`config.mk`:
```
export PLATFORM = sky130hd
export DESIGN_NAME = decodeStage
export DESIGN_NICKNAME = d
export VERILOG_FILES = /design/src/hw/isaDecodePkg.sv /design/src/hw/decodeIf.sv /design/src/hw/rvDecoder.sv /design/src/hw/armDecoder.sv /design/src/hw/decodeSelect.sv /design/src/hw/decodeControl.sv /design/src/hw/decodeStage.sv
export SDC_FILE = /design/constraint.sdc
export NUM_CORES = 1
export LEC_CHECK = 0
export ABC_AREA = 1
export ABC_CLOCK_PERIOD_IN_PS = 2850
export BUFFER_PORTS_ARGS = -buffer_cell sky130_fd_sc_hd__buf_4
export CORE_UTILIZATION = 40
export CTS_CLUSTER_DIAMETER = 150
export DETAILED_ROUTE_END_ITERATION = 8
export HOLD_SLACK_MARGIN = 0.08
export PLACE_DENSITY_LB_ADDON = 0.3
export RECOVER_POWER = 25
export SYNTH_ARGS = -nofsm -noshare
export SYNTH_HDL_FRONTEND = slang
export SYNTH_SLANG_ARGS = --single-unit
```
`constraint.sdc`:
```
create_clock -name clk -period 2.85 [get_ports clk]
set_input_delay 0.285 -clock clk [delete_from_list [all_inputs] [get_ports clk]]
set_output_delay 0.285 -clock clk [all_outputs]
set_load 0.02 [all_outputs]
```
`src/hw/isaDecodePkg.sv`:
```
package isaDecodePkg;

  localparam int instrW = 32;
  localparam int aluCtrlW = 5;
  localparam int shiftAmtW = 5;

  typedef enum logic {
    isaRv,
    isaArm
  } isaE;

  typedef enum logic [aluCtrlW-1:0] {
    aluAdd = 5'd0,
    aluSub = 5'd1,
    aluAnd = 5'd2,
    aluOr  = 5'd3,
    aluXor = 5'd4,
    aluSlt = 5'd5,
    aluLui = 5'd6,
    aluSll = 5'd8,
    aluSrl = 5'd9,
    aluSra = 5'd10,
    aluBic = 5'd16, // ARM only from here on
    aluAdc = 5'd18,
    aluSbc = 5'd19,
    aluRsb = 5'd20,
    aluRsc = 5'd22,
    aluMvn = 5'd23
  } aluCtrlE;

  // ARM mov reuses the lui pass-through path of the ALU
  localparam aluCtrlE aluMov = aluLui;

  typedef enum logic [3:0] {
    condEq = 4'd0,
    condNe = 4'd1,
    condCs = 4'd2,
    condCc = 4'd3,
    condGe = 4'd10,
    condLt = 4'd11,
    condAl = 4'd14
  } condE;

  typedef enum logic [6:0] {
    opLoad  = 7'b0000011,
    opStore = 7'b0100011,
    opRtype = 7'b0110011,
    opBtype = 7'b1100011,
    opItype = 7'b0010011,
    opJal   = 7'b1101111,
    opJalr  = 7'b1100111,
    opLui   = 7'b0110111,
    opAuipc = 7'b0010111
  } rvOpE;

  typedef enum logic [1:0] {
    ldmIdle,
    ldmStep1
  } ldmStepE;

endpackage

```
`src/hw/decodeIf.sv`:
```
interface decodeIf import isaDecodePkg::*; ();
  logic regWrite;
  logic memWrite;
  logic [1:0] memSize;
  logic memSigned;
  aluCtrlE aluControl;
  logic [1:0] branch;
  logic [1:0] aluSrc;
  logic [2:0] immSrc;
  condE cond;
  logic [1:0] resultSrc;
  logic pcSrc; // ARM only
  logic [1:0] flagWrite; // ARM only
  logic [1:0] regSrc; // ARM only
  logic [shiftAmtW-1:0] shiftAmt; // ARM only
  logic [2:0] shiftType; // ARM only
  logic stallF; // high for LDM micro-ops
  logic legal;

  modport producer(output regWrite, memWrite, memSize, memSigned, aluControl, branch, aluSrc,
                   immSrc, cond, resultSrc, pcSrc, flagWrite, regSrc, shiftAmt, shiftType,
                   stallF, legal);
  modport consumer(input regWrite, memWrite, memSize, memSigned, aluControl, branch, aluSrc,
                   immSrc, cond, resultSrc, pcSrc, flagWrite, regSrc, shiftAmt, shiftType,
                   stallF, legal);
endinterface

```
`src/hw/rvDecoder.sv`:
```
module rvDecoder import isaDecodePkg::*; (
  input logic [instrW-1:0] instr,
  decodeIf.producer dec
);
  rvOpE op;
  logic [2:0] funct3;
  logic funct7b5;
  logic rtypeSub;
  logic mainOk;
  logic brOk;
  logic [1:0] aluOp;
  logic [15:0] controls;

  assign op = rvOpE'(instr[6:0]);
  assign funct3 = instr[14:12];
  assign funct7b5 = instr[30];
  assign rtypeSub = funct7b5 & instr[5]; // only R-type subtracts

  // regWrite_immSrc_aluSrc_memWrite_memSigned_memSize_resultSrc_branch_aluOp
  always_comb begin
    mainOk = 1'b1;
    case (op)
      opLoad: begin
        case (funct3)
          3'b000: controls = 16'b1_000_01_0_1_00_01_00_00; // lb
          3'b001: controls = 16'b1_000_01_0_1_01_01_00_00; // lh
          3'b010: controls = 16'b1_000_01_0_0_10_01_00_00; // lw
          3'b100: controls = 16'b1_000_01_0_0_00_01_00_00; // lbu
          3'b101: controls = 16'b1_000_01_0_0_01_01_00_00; // lhu
          default: begin
            controls = '0;
            mainOk = 1'b0;
          end
        endcase
      end
      opStore: begin
        case (funct3)
          3'b000: controls = 16'b0_001_01_1_0_00_00_00_00; // sb
          3'b001: controls = 16'b0_001_01_1_0_01_00_00_00; // sh
          3'b010: controls = 16'b0_001_01_1_0_10_00_00_00; // sw
          default: begin
            controls = '0;
            mainOk = 1'b0;
          end
        endcase
      end
      opRtype: controls = 16'b1_000_00_0_0_00_00_00_10;
      opBtype: controls = 16'b0_010_00_0_0_00_00_01_01;
      opItype: controls = 16'b1_000_01_0_0_00_00_00_10;
      opJal:   controls = 16'b1_011_10_0_0_00_10_01_00;
      opJalr:  controls = 16'b1_000_01_0_0_00_10_10_00;
      opLui:   controls = 16'b1_111_01_0_0_00_00_00_11;
      opAuipc: controls = 16'b1_111_11_0_0_00_00_00_00;
      default: begin
        controls = '0; // unknown opcode
        mainOk = 1'b0;
      end
    endcase
  end

  assign {dec.regWrite, dec.immSrc, dec.aluSrc, dec.memWrite, dec.memSigned, dec.memSize,
          dec.resultSrc, dec.branch, aluOp} = controls;

  always_comb begin
    brOk = 1'b1;
    dec.cond = condAl; // non-branches always execute
    case (aluOp)
      2'b00: dec.aluControl = aluAdd; // address calc
      2'b11: dec.aluControl = aluLui;
      2'b01: begin
        dec.aluControl = aluSub; // compare for branch
        case (funct3)
          3'b000: dec.cond = condEq;
          3'b001: dec.cond = condNe;
          3'b100: dec.cond = condLt;
          3'b101: dec.cond = condGe;
          3'b110: dec.cond = condCc; // bltu
          3'b111: dec.cond = condCs; // bgeu
          default: brOk = 1'b0;
        endcase
      end
      default: begin
        case (funct3)
          3'b000: dec.aluControl = rtypeSub ? aluSub : aluAdd;
          3'b001: dec.aluControl = aluSll;
          3'b010: dec.aluControl = aluSlt;
          3'b011: dec.aluControl = aluSlt; // sltu shares the slt path
          3'b100: dec.aluControl = aluXor;
          3'b101: dec.aluControl = funct7b5 ? aluSra : aluSrl;
          3'b110: dec.aluControl = aluOr;
          default: dec.aluControl = aluAnd;
        endcase
      end
    endcase
  end

  assign dec.legal = mainOk & brOk;
  assign dec.pcSrc = 1'b0;
  assign dec.flagWrite = 2'b00;
  assign dec.regSrc = 2'b00;
  assign dec.shiftAmt = '0;
  assign dec.shiftType = 3'b000;
  assign dec.stallF = 1'b0;

endmodule

```
`src/hw/armDecoder.sv`:
```
module armDecoder import isaDecodePkg::*; (
  input logic [instrW-1:0] instr,
  input ldmStepE ldmStep,
  decodeIf.producer dec
);
  logic [2:0] op;
  logic [5:0] funct;
  logic [3:0] rd;
  logic [7:0] shift;
  logic [12:0] controls;
  logic [1:0] regSrc;
  logic [1:0] immSrc;
  logic [1:0] dpShift;
  logic aluSrc, memToReg, regW, memW, branch, aluOp, stallF;
  aluCtrlE aluCtl;

  assign op = instr[27:25];
  assign funct = instr[25:20]; // I bit, cmd, S or L bit
  assign rd = instr[15:12];
  assign shift = instr[11:4];

  // regSrc_immSrc_aluSrc_memToReg_regW_memW_branch_aluOp_dpShift_stallF
  always_comb begin
    dec.legal = 1'b1;
    if (ldmStep == ldmStep1) begin
      controls = 13'b00_11_1_0_0_0_0_0_00_1; // second LDM micro-op, word may be gone
    end else begin
      casez (op)
        3'b00?: begin
          if (funct[5]) // immediate operand
            controls = (funct[4:3] == 2'b10) ? 13'b00_00_1_0_0_0_0_1_10_0
                                             : 13'b00_00_1_0_1_0_0_1_10_0;
          else // register operand
            controls = (funct[4:3] == 2'b10) ? 13'b00_00_0_0_0_0_0_1_01_0
                                             : 13'b00_00_0_0_1_0_0_1_01_0;
        end
        3'b01?: controls = funct[0] ? 13'b00_01_1_1_1_0_0_0_00_0  // ldr
                                    : 13'b10_01_1_1_0_1_0_0_00_0; // str
        3'b101: controls = 13'b01_10_1_0_0_0_1_0_00_0; // b
        3'b100: controls = 13'b00_00_0_0_0_0_0_0_00_1; // first LDM micro-op
        default: begin
          controls = '0;
          dec.legal = 1'b0;
        end
      endcase
    end
  end

  assign {regSrc, immSrc, aluSrc, memToReg, regW, memW, branch, aluOp, dpShift, stallF} =
    controls;

  always_comb begin
    case (dpShift)
      2'b01: begin
        dec.shiftType = {1'b1, shift[2:1]}; // register operand shift
        dec.shiftAmt = shift[7:3];
      end
      2'b10: begin
        dec.shiftType = 3'b111; // immediate rotate
        dec.shiftAmt = {shift[7:4], 1'b0};
      end
      default: begin
        dec.shiftType = 3'b100;
        dec.shiftAmt = '0;
      end
    endcase
  end

  always_comb begin
    if (aluOp) begin
      case (funct[4:1])
        4'b0000: aluCtl = aluAnd;
        4'b0001: aluCtl = aluXor;
        4'b0010: aluCtl = aluSub;
        4'b0011: aluCtl = aluRsb;
        4'b0100: aluCtl = aluAdd;
        4'b0101: aluCtl = aluAdc;
        4'b0110: aluCtl = aluSbc;
        4'b0111: aluCtl = aluRsc;
        4'b1000: aluCtl = aluAnd; // tst
        4'b1001: aluCtl = aluXor; // teq
        4'b1010: aluCtl = aluSub; // cmp
        4'b1011: aluCtl = aluAdd; // cmn
        4'b1100: aluCtl = aluOr;
        4'b1101: aluCtl = aluMov;
        4'b1110: aluCtl = aluBic;
        default: aluCtl = aluMvn;
      endcase
      dec.flagWrite[1] = funct[0]; // N and Z on any S
      dec.flagWrite[0] = funct[0] & (aluCtl == aluAdd || aluCtl == aluSub);
    end else begin
      aluCtl = aluAdd; // address or target calc
      dec.flagWrite = 2'b00;
    end
  end

  assign dec.aluControl = aluCtl;
  assign dec.regWrite = regW;
  assign dec.memWrite = memW;
  assign dec.memSize = (memToReg | memW) ? 2'b10 : 2'b00; // word transfers only
  assign dec.memSigned = 1'b0;
  assign dec.branch = {branch, 1'b0};
  assign dec.aluSrc = {1'b0, aluSrc};
  assign dec.immSrc = {1'b0, immSrc};
  assign dec.cond = condE'(instr[31:28]);
  assign dec.resultSrc = {1'b0, memToReg};
  assign dec.pcSrc = (rd == 4'hf) & regW; // write to r15
  assign dec.regSrc = regSrc;
  assign dec.stallF = stallF;

endmodule

```
`src/hw/decodeSelect.sv`:
```
module decodeSelect import isaDecodePkg::*; (
  decodeIf.consumer rv,
  decodeIf.consumer arm,
  input isaE mode,
  input logic wasNotFlushed,
  decodeIf.producer sel
);
  logic useArm;
  logic bad;

  assign useArm = (mode == isaArm);
  assign bad = wasNotFlushed & ~rv.legal & ~arm.legal; // neither ISA accepts it

  // shared fields
  assign sel.regWrite = ~bad & (useArm ? arm.regWrite : rv.regWrite);
  assign sel.memWrite = ~bad & (useArm ? arm.memWrite : rv.memWrite);
  assign sel.memSize = bad ? 2'b00 : (useArm ? arm.memSize : rv.memSize);
  assign sel.memSigned = ~bad & (useArm ? arm.memSigned : rv.memSigned);
  assign sel.aluControl = bad ? aluAdd : (useArm ? arm.aluControl : rv.aluControl);
  assign sel.cond = bad ? condAl : (useArm ? arm.cond : rv.cond);

  // RISC-V only bits cleared in ARM mode
  assign sel.branch = bad ? 2'b00 : (useArm ? {arm.branch[1], 1'b0} : rv.branch);
  assign sel.aluSrc = bad ? 2'b00 : (useArm ? {1'b0, arm.aluSrc[0]} : rv.aluSrc);
  assign sel.immSrc = bad ? 3'b000 : (useArm ? {1'b0, arm.immSrc[1:0]} : rv.immSrc);
  assign sel.resultSrc = bad ? 2'b00 : (useArm ? {1'b0, arm.resultSrc[0]} : rv.resultSrc);

  // ARM only fields
  assign sel.pcSrc = ~bad & useArm & arm.pcSrc;
  assign sel.flagWrite = (~bad & useArm) ? arm.flagWrite : 2'b00;
  assign sel.regSrc = (~bad & useArm) ? arm.regSrc : 2'b00;
  assign sel.shiftAmt = (~bad & useArm) ? arm.shiftAmt : '0;
  assign sel.shiftType = (~bad & useArm) ? arm.shiftType : 3'b000;
  assign sel.stallF = ~bad & useArm & arm.stallF;

  assign sel.legal = ~bad;

endmodule

```
`src/hw/decodeControl.sv`:
```
module decodeControl import isaDecodePkg::*; (
  input logic clk,
  input logic rst,
  input logic instrValid,
  output logic instrReady,
  input logic wasNotFlushed,
  input logic rvLegal,
  input logic armLegal,
  input logic isLdm,
  decodeIf.consumer sel,
  output isaE mode,
  output ldmStepE ldmStep,
  output logic decValid,
  input logic decReady,
  decodeIf.producer out,
  output logic isArm
);
  isaE modeQ;
  logic canLoad;
  logic accept;
  logic stepLoad;

  assign canLoad = ~decValid | decReady; // slot empty or leaving
  assign instrReady = canLoad & (ldmStep == ldmIdle);
  assign accept = instrValid & instrReady;
  assign stepLoad = canLoad & (ldmStep == ldmStep1); // micro-op 0 leaving

  // next mode, seen by the select mux in the same cycle
  always_comb begin
    mode = modeQ;
    if (accept && wasNotFlushed) begin
      if (rvLegal && !armLegal)
        mode = isaRv;
      else if (armLegal && !rvLegal)
        mode = isaArm;
    end
  end

  always_ff @(posedge clk) begin
    if (rst) begin
      modeQ <= isaRv;
      ldmStep <= ldmIdle;
      decValid <= 1'b0;
    end else if (accept) begin
      modeQ <= mode;
      decValid <= 1'b1;
      if (mode == isaArm && isLdm)
        ldmStep <= ldmStep1;
    end else if (stepLoad) begin
      decValid <= 1'b1;
      ldmStep <= ldmIdle;
    end else if (decReady) begin
      decValid <= 1'b0;
    end
  end

  always_ff @(posedge clk) begin
    if (accept || stepLoad) begin
      out.regWrite <= sel.regWrite;
      out.memWrite <= sel.memWrite;
      out.memSize <= sel.memSize;
      out.memSigned <= sel.memSigned;
      out.aluControl <= sel.aluControl;
      out.branch <= sel.branch;
      out.aluSrc <= sel.aluSrc;
      out.immSrc <= sel.immSrc;
      out.cond <= stepLoad ? out.cond : sel.cond; // micro-op 1 keeps the LDM condition
      out.resultSrc <= sel.resultSrc;
      out.pcSrc <= sel.pcSrc;
      out.flagWrite <= sel.flagWrite;
      out.regSrc <= sel.regSrc;
      out.shiftAmt <= sel.shiftAmt;
      out.shiftType <= sel.shiftType;
      out.stallF <= sel.stallF;
      out.legal <= sel.legal;
      isArm <= (mode == isaArm);
    end
  end

  // a stalled item must not change under the consumer
  assert property (@(posedge clk) disable iff (rst)
    decValid && !decReady |=> decValid && $stable({out.regWrite, out.memWrite, out.memSize,
      out.memSigned, out.aluControl, out.branch, out.aluSrc, out.immSrc, out.cond,
      out.resultSrc, out.pcSrc, out.flagWrite, out.regSrc, out.shiftAmt, out.shiftType,
      out.stallF, out.legal, isArm}));

  // micro-op 0 stays held and no new word comes in until micro-op 1 loads
  assert property (@(posedge clk) disable iff (rst)
    ldmStep == ldmStep1 |-> !instrReady && decValid);

endmodule

```
`src/hw/decodeStage.sv`:
```
module decodeStage import isaDecodePkg::*; (
  input logic clk,
  input logic rst,
  input logic instrValid,
  output logic instrReady,
  input logic [instrW-1:0] instr,
  input logic wasNotFlushed,
  output logic decValid,
  input logic decReady,
  output logic regWrite,
  output logic memWrite,
  output logic [1:0] memSize,
  output logic memSigned,
  output aluCtrlE aluControl,
  output logic [1:0] branch,
  output logic [1:0] aluSrc,
  output logic [2:0] immSrc,
  output condE cond,
  output logic [1:0] resultSrc,
  output logic pcSrc,
  output logic [1:0] flagWrite,
  output logic [1:0] regSrc,
  output logic [shiftAmtW-1:0] shiftAmt,
  output logic [2:0] shiftType,
  output logic stallF,
  output logic isArm,
  output logic illegal
);
  decodeIf rvBus();
  decodeIf armBus();
  decodeIf selBus();
  decodeIf outBus();
  isaE mode;
  ldmStepE ldmStep;

  rvDecoder rvDec_i (.instr(instr), .dec(rvBus));

  armDecoder armDec_i (.instr(instr), .ldmStep(ldmStep), .dec(armBus));

  decodeSelect sel_i (.rv(rvBus), .arm(armBus), .mode(mode), .wasNotFlushed(wasNotFlushed),
                      .sel(selBus));

  decodeControl ctrl_i (
    .clk(clk),
    .rst(rst),
    .instrValid(instrValid),
    .instrReady(instrReady),
    .wasNotFlushed(wasNotFlushed),
    .rvLegal(rvBus.legal),
    .armLegal(armBus.legal),
    .isLdm(armBus.stallF), // only LDM stalls fetch
    .sel(selBus),
    .mode(mode),
    .ldmStep(ldmStep),
    .decValid(decValid),
    .decReady(decReady),
    .out(outBus),
    .isArm(isArm)
  );

  assign regWrite = outBus.regWrite;
  assign memWrite = outBus.memWrite;
  assign memSize = outBus.memSize;
  assign memSigned = outBus.memSigned;
  assign aluControl = outBus.aluControl;
  assign branch = outBus.branch;
  assign aluSrc = outBus.aluSrc;
  assign immSrc = outBus.immSrc;
  assign cond = outBus.cond;
  assign resultSrc = outBus.resultSrc;
  assign pcSrc = outBus.pcSrc;
  assign flagWrite = outBus.flagWrite;
  assign regSrc = outBus.regSrc;
  assign shiftAmt = outBus.shiftAmt;
  assign shiftType = outBus.shiftType;
  assign stallF = outBus.stallF;
  assign illegal = ~outBus.legal;

endmodule

```
==> impl_results.html <==
<table>
<tr><th>Metric</th><th>Value</th></tr>
<tr><th colspan="2">Run status</th></tr>
<tr><td>Outcome</td><td>completed</td></tr>
<tr><th colspan="2">Power</th></tr>
<tr><td>Net switching fraction of the power</td><td>around 30%</td></tr>
<tr><td>Comb power frac</td><td>19.5%</td></tr>
<tr><td>Pwr/cell area</td><td>453.0 mW/mm^2</td></tr>
<tr><td>Reported net switching power</td><td>411.6 uW</td></tr>
<tr><td>Static power due to leakage</td><td>roughly 0.0014 uW</td></tr>
<tr><td>Portion of total power attributed to sequential cells</td><td>51.9%</td></tr>
<tr><td>Internal Dissipation</td><td>978.8 uW</td></tr>
<tr><td>Part of the total power dissipated in the clock network</td><td>28.6%</td></tr>
<tr><td>Worst vdd ir</td><td>0.1905 mV</td></tr>
<tr><th colspan="2">Critical path</th></tr>
<tr><td>Element type at the critical path start</td><td>flip-flop</td></tr>
<tr><td>Standard cell with the maximum stage delay on the critical path</td><td>sky130_fd_sc_hd__dfxtp_1</td></tr>
<tr><td>Slack of the worst reg-to-reg path</td><td>roughly 700 ps</td></tr>
<tr><td>Cell repeated most along the worst path</td><td>sky130_fd_sc_hd__nand2_4</td></tr>
<tr><td>Worst Path Class, Setup</td><td>reg2reg</td></tr>
<tr><td>Launching point of the worst reg2reg path</td><td>ctrl_i.ldmStep[0]</td></tr>
<tr><td>Maximum fanout encountered on the critical timing path</td><td>22</td></tr>
<tr><td>Cell-by-cell trace of the critical path</td><td>nor3_4, nand2_1, o21ai_1, nand3_4, nand2_4, inv_4, nand2_4, inv_1</td></tr>
<tr><td>Crit path required time</td><td>about 2900 ps</td></tr>
<tr><td>Reg-to-reg critical path endpoint</td><td>ctrl_i.out.shiftType[2]</td></tr>
<tr><td>Critical Path Max Stage Delay</td><td>420 ps</td></tr>
<tr><td>R2r worst-path depth</td><td>8</td></tr>
<tr><td>CP bufs+invs</td><td>2</td></tr>
<tr><td>Cell family with most CP delay</td><td>simple AND/OR/NAND/NOR gates</td></tr>
<tr><td>Data arrival time of the critical path</td><td>between 2000 and 2500 ps</td></tr>
<tr><td>Worst setup path startpoint</td><td>ctrl_i.ldmStep[0]</td></tr>
<tr><td>Element type at the critical path end</td><td>flip-flop</td></tr>
<tr><th colspan="2">Clock tree</th></tr>
<tr><td>Number of sinks driven by the clock tree</td><td>between 40 and 50</td></tr>
<tr><td>Insertion delay to the later sink of the worst-skew pair</td><td>just over 300 ps</td></tr>
<tr><td>Count of buffers added by post-CTS timing repair for setup</td><td>0</td></tr>
<tr><td>CTS tree</td><td>built</td></tr>
<tr><td>Number of buffers on the longest clock path</td><td>2</td></tr>
<tr><td>Hold-fix buffer count after cts</td><td>0</td></tr>
<tr><td>Root buffer cell</td><td>sky130_fd_sc_hd__clkbuf_8</td></tr>
<tr><td>H-Tree Depth</td><td>2</td></tr>
<tr><td>Clock input transition at the sequential cells of the worst setup and hold paths</td><td>roughly 90 ps</td></tr>
<tr><td>Post_cts resized</td><td>0</td></tr>
<tr><td>Total clock buffers created by CTS</td><td>5</td></tr>
<tr><th colspan="2">Global routing</th></tr>
<tr><td>Vias in the first global route</td><td>around 2.0k</td></tr>
<tr><td>Congestion Overflow GR</td><td>0</td></tr>
<tr><td>Maximum number of pins on one net before global-route repair</td><td>36</td></tr>
<tr><td>Overall Global Routing Usage</td><td>18.21%</td></tr>
<tr><td>First-pass GRT wire length</td><td>9.018 mm</td></tr>
<tr><td>Antenna violations before repair</td><td>0</td></tr>
<tr><th colspan="2">Hold path</th></tr>
<tr><td>Worst hold start</td><td>rst</td></tr>
<tr><td>Number of cells on the worst hold path</td><td>2</td></tr>
<tr><td>End point of the most critical hold path</td><td>ctrl_i.decValid</td></tr>
<tr><td>Worst hold-check path type</td><td>in2reg</td></tr>
<tr><th colspan="2">Floorplan</th></tr>
<tr><td>Initial standard-cell utilization of the core</td><td>41.68%</td></tr>
<tr><td>Rows</td><td>28</td></tr>
<tr><td>Die Span X</td><td>80.78 um</td></tr>
<tr><td>Number of primary I/O pins</td><td>78</td></tr>
<tr><td>Vert. Die Dim</td><td>just over 80 um</td></tr>
<tr><td>Core region area</td><td>approximately 0.0060 mm^2</td></tr>
<tr><td>Die area</td><td>0.006525 mm^2</td></tr>
<tr><th colspan="2">Cells and area</th></tr>
<tr><td>Area growth from synthesis to layout</td><td>23.64%</td></tr>
<tr><td>Number of inserted diodes</td><td>0</td></tr>
<tr><td>Most common cell after layout, fill and taps aside</td><td>sky130_fd_sc_hd__nand2_1</td></tr>
<tr><td>Share of layout cells above drive strength 1</td><td>approximately 20%</td></tr>
<tr><td>Commonest cells after routing, fill and taps aside</td><td>71 x sky130_fd_sc_hd__nand2_1, 46 x sky130_fd_sc_hd__nor2_1, 45 x sky130_fd_sc_hd__buf_4</td></tr>
<tr><td>Post-layout instance area</td><td>0.003069 mm^2</td></tr>
<tr><td>Post-Layout Cell Count</td><td>445</td></tr>
<tr><td>Number of nets at the end of the flow</td><td>a little over 400</td></tr>
<tr><th colspan="2">Routing</th></tr>
<tr><td>DRC violations left</td><td>0</td></tr>
<tr><td>Routed len/inst</td><td>12.54 um</td></tr>
<tr><td>Final wirelength</td><td>about 5.6 mm</td></tr>
<tr><td>Post-detailed-route via-to-cell ratio</td><td>4.957</td></tr>
<tr><td>1st-pass router iterations</td><td>4</td></tr>
<tr><td>Count of vias placed by the detailed router</td><td>2206</td></tr>
<tr><td>Starting DRC count in detailed routing</td><td>111</td></tr>
<tr><td>Remaining antenna violation count after routing</td><td>0</td></tr>
<tr><th colspan="2">Flow run</th></tr>
<tr><td>Number of max-cap violations</td><td>0</td></tr>
<tr><th colspan="2">Placed design</th></tr>
<tr><td>Post-Place Cell Area</td><td>0.003085 mm^2</td></tr>
<tr><td>Port Buffers</td><td>73</td></tr>
<tr><td>Placed wire-length estimate</td><td>around 4.3 mm</td></tr>
<tr><td>Placed Cells</td><td>437</td></tr>
<tr><td>Final weighted congestion of routability-driven global placement</td><td>0.8487</td></tr>
<tr><th colspan="2">Synthesis</th></tr>
<tr><td>Syn nets</td><td>about 340</td></tr>
<tr><td>FF+latch count, synth</td><td>42</td></tr>
<tr><td>Synthesized area per cell</td><td>between 8 and 9 um^2</td></tr>
<tr><td>Total standard cell area after synthesis</td><td>0.002482 mm^2</td></tr>
<tr><td>Number of warnings reported in the yosys synthesis log</td><td>0</td></tr>
<tr><td>Ys flop type</td><td>sky130_fd_sc_hd__edfxtp_1</td></tr>
<tr><td>Number of enable flip-flop cells after synthesis</td><td>39</td></tr>
<tr><td>Number of instances in the synthesized netlist</td><td>294</td></tr>
<tr><td>Share of the yosys chip area belonging to registers</td><td>between 40 and 50%</td></tr>
<tr><td>Share of flip-flops with an asynchronous set or reset</td><td>0%</td></tr>
<tr><td>Post-synth cell types</td><td>36</td></tr>
<tr><th colspan="2">STA</th></tr>
<tr><td>Final number of max-transition violations</td><td>0</td></tr>
<tr><td>Final setup vio count</td><td>0</td></tr>
<tr><td>Ratio of final minimum period to clock period</td><td>75.33%</td></tr>
<tr><td>Max Clock Freq</td><td>approximately 470 MHz</td></tr>
<tr><td>Final period demand of the worst path</td><td>2147 ps</td></tr>
<tr><td>Fin Setup TNS</td><td>0 ps</td></tr>
<tr><td>Final-report hold violation count</td><td>0</td></tr>
<tr><td>Transition time at the pin with the least slew margin</td><td>between 500 and 600 ps</td></tr>
<tr><td>Unrepaired setup endpoints after global routing</td><td>no</td></tr>
<tr><td>Clock Skew</td><td>14.50 ps</td></tr>
<tr><td>Worst-case headroom to the max-slew limit</td><td>65.72%</td></tr>
</table>
[logic make-up (layout without fill, tap and decap cells)]
logic type / count (synthesis) / count (layout) / synth area share [%]
AOI/OAI and AO/OA: 33 / 33 / 7.561
xor gates and xnor gates: 1 / 1 / 0.3529
adders and majority gates: 6 / 6 / 3.024
buffers and inverters: 44 / 120 / 8.166
DFF: 42 / 42 / 49.60
and+or+nand+nor: 168 / 168 / 31.30
[per-layer routing]
| metal | routed length, um | vias to the layer above | track usage [%] | part of all wire [%] |
|---|---|---|---|---|
| li1 | - | 1126 | - | - |
| met1 | 2526 | 1016 | 22.83 | 45 |
| met2 | 2702 | 59 | 32.03 | 48 |
| met3 | 292 | 5 | 3.146 | 5.2 |
| met4 | 58 | 0 | 5.357 | 1.0 |
| met5 | 0 | - | 0 | 0 |
[worst max-delay path by stage]
stage	end	slack, ps	depth (start not counted)
finish	ctrl_i.out.shiftType[2]	700	8
global placement	ctrl_i.out.pcSrc	750	12
detailed placement	ctrl_i.out.shiftType[2]	690	10
floorplan	ctrl_i.isArm	160	3
global route	ctrl_i.out.pcSrc	560	8
CTS	ctrl_i.out.shiftType[2]	720	8
[sequential cells by signal, indices dropped and copies added (netlist names), 2 cells and up]
signal	cells
ctrl_i.out.immSrc	3
ctrl_i.out.cond	4
ctrl_i.out.aluSrc	2
ctrl_i.out.flagWrite	2
ctrl_i.out.shiftType	3
ctrl_i.out.regSrc	2
ctrl_i.out.resultSrc	2
ctrl_i.out.aluControl	5
ctrl_i.out.shiftAmt	5
ctrl_i.out.memSize	2
ctrl_i.out.branch	2
[power groups by stage]
stage / Sequential (uW) / Combinational, uW / Clock (uW)
finish: 722 / 271 / 397
global route: 725 / 301 / 423
CTS: 723 / 291 / 399
detailed placement: 737 / 291 / 0
global placement: 736 / 285 / 0
floorplan: 780 / 131 / 0
[through the flow]
step | hold WS, ps | total power, uW | worst slack, ps | utilization, %
finish | 141.9 | 1390 | 703.1 | 51.53
detailed placement | 469.5 | 1027 | 694.9 | 51.81
CTS | 144.9 | 1413 | 717.1 | 53.36
global route | 156.5 | 1449 | 560.9 | 51.53
global placement | 465.3 | 1022 | 748.2 | 51.81
floorplan | 354.1 | 910.6 | 160.8 | -
[cell usage after synthesis, types with 2 or more instances]
library cell / n / share of area (%)
sky130_fd_sc_hd__nand2_1: 71 / 11
sky130_fd_sc_hd__nor2_1: 46 / 7.0
sky130_fd_sc_hd__edfxtp_1: 39 / 47
sky130_fd_sc_hd__inv_1: 32 / 4.8
sky130_fd_sc_hd__nand3_1: 22 / 4.4
sky130_fd_sc_hd__a21oi_1: 12 / 2.4
sky130_fd_sc_hd__nand4_1: 8 / 2.0
sky130_fd_sc_hd__o21ai_0: 8 / 1.6
sky130_fd_sc_hd__ha_1: 6 / 3.0
sky130_fd_sc_hd__inv_2: 5 / 0.76
sky130_fd_sc_hd__o21ai_1: 5 / 1.0
sky130_fd_sc_hd__buf_6: 4 / 1.8
sky130_fd_sc_hd__nand2_2: 4 / 1.0
sky130_fd_sc_hd__nor3_1: 4 / 0.81
sky130_fd_sc_hd__dfxtp_1: 3 / 2.4
sky130_fd_sc_hd__nand2_4: 2 / 0.91
sky130_fd_sc_hd__nand3b_1: 2 / 0.60
sky130_fd_sc_hd__nor2_2: 2 / 0.50
sky130_fd_sc_hd__nor2_4: 2 / 0.91
[area by class of cell]
cell class                 count  area (um^2)
clock buffer                   5        68.82
clock inverter                 3        23.77
fill                         608         2887
inverter                      38        145.1
multi-input combinational    208         1060
sequential                    42         1231
tap                           75        93.84
timing repair buffer          74        446.7
(Power assumes the default switching activity.)
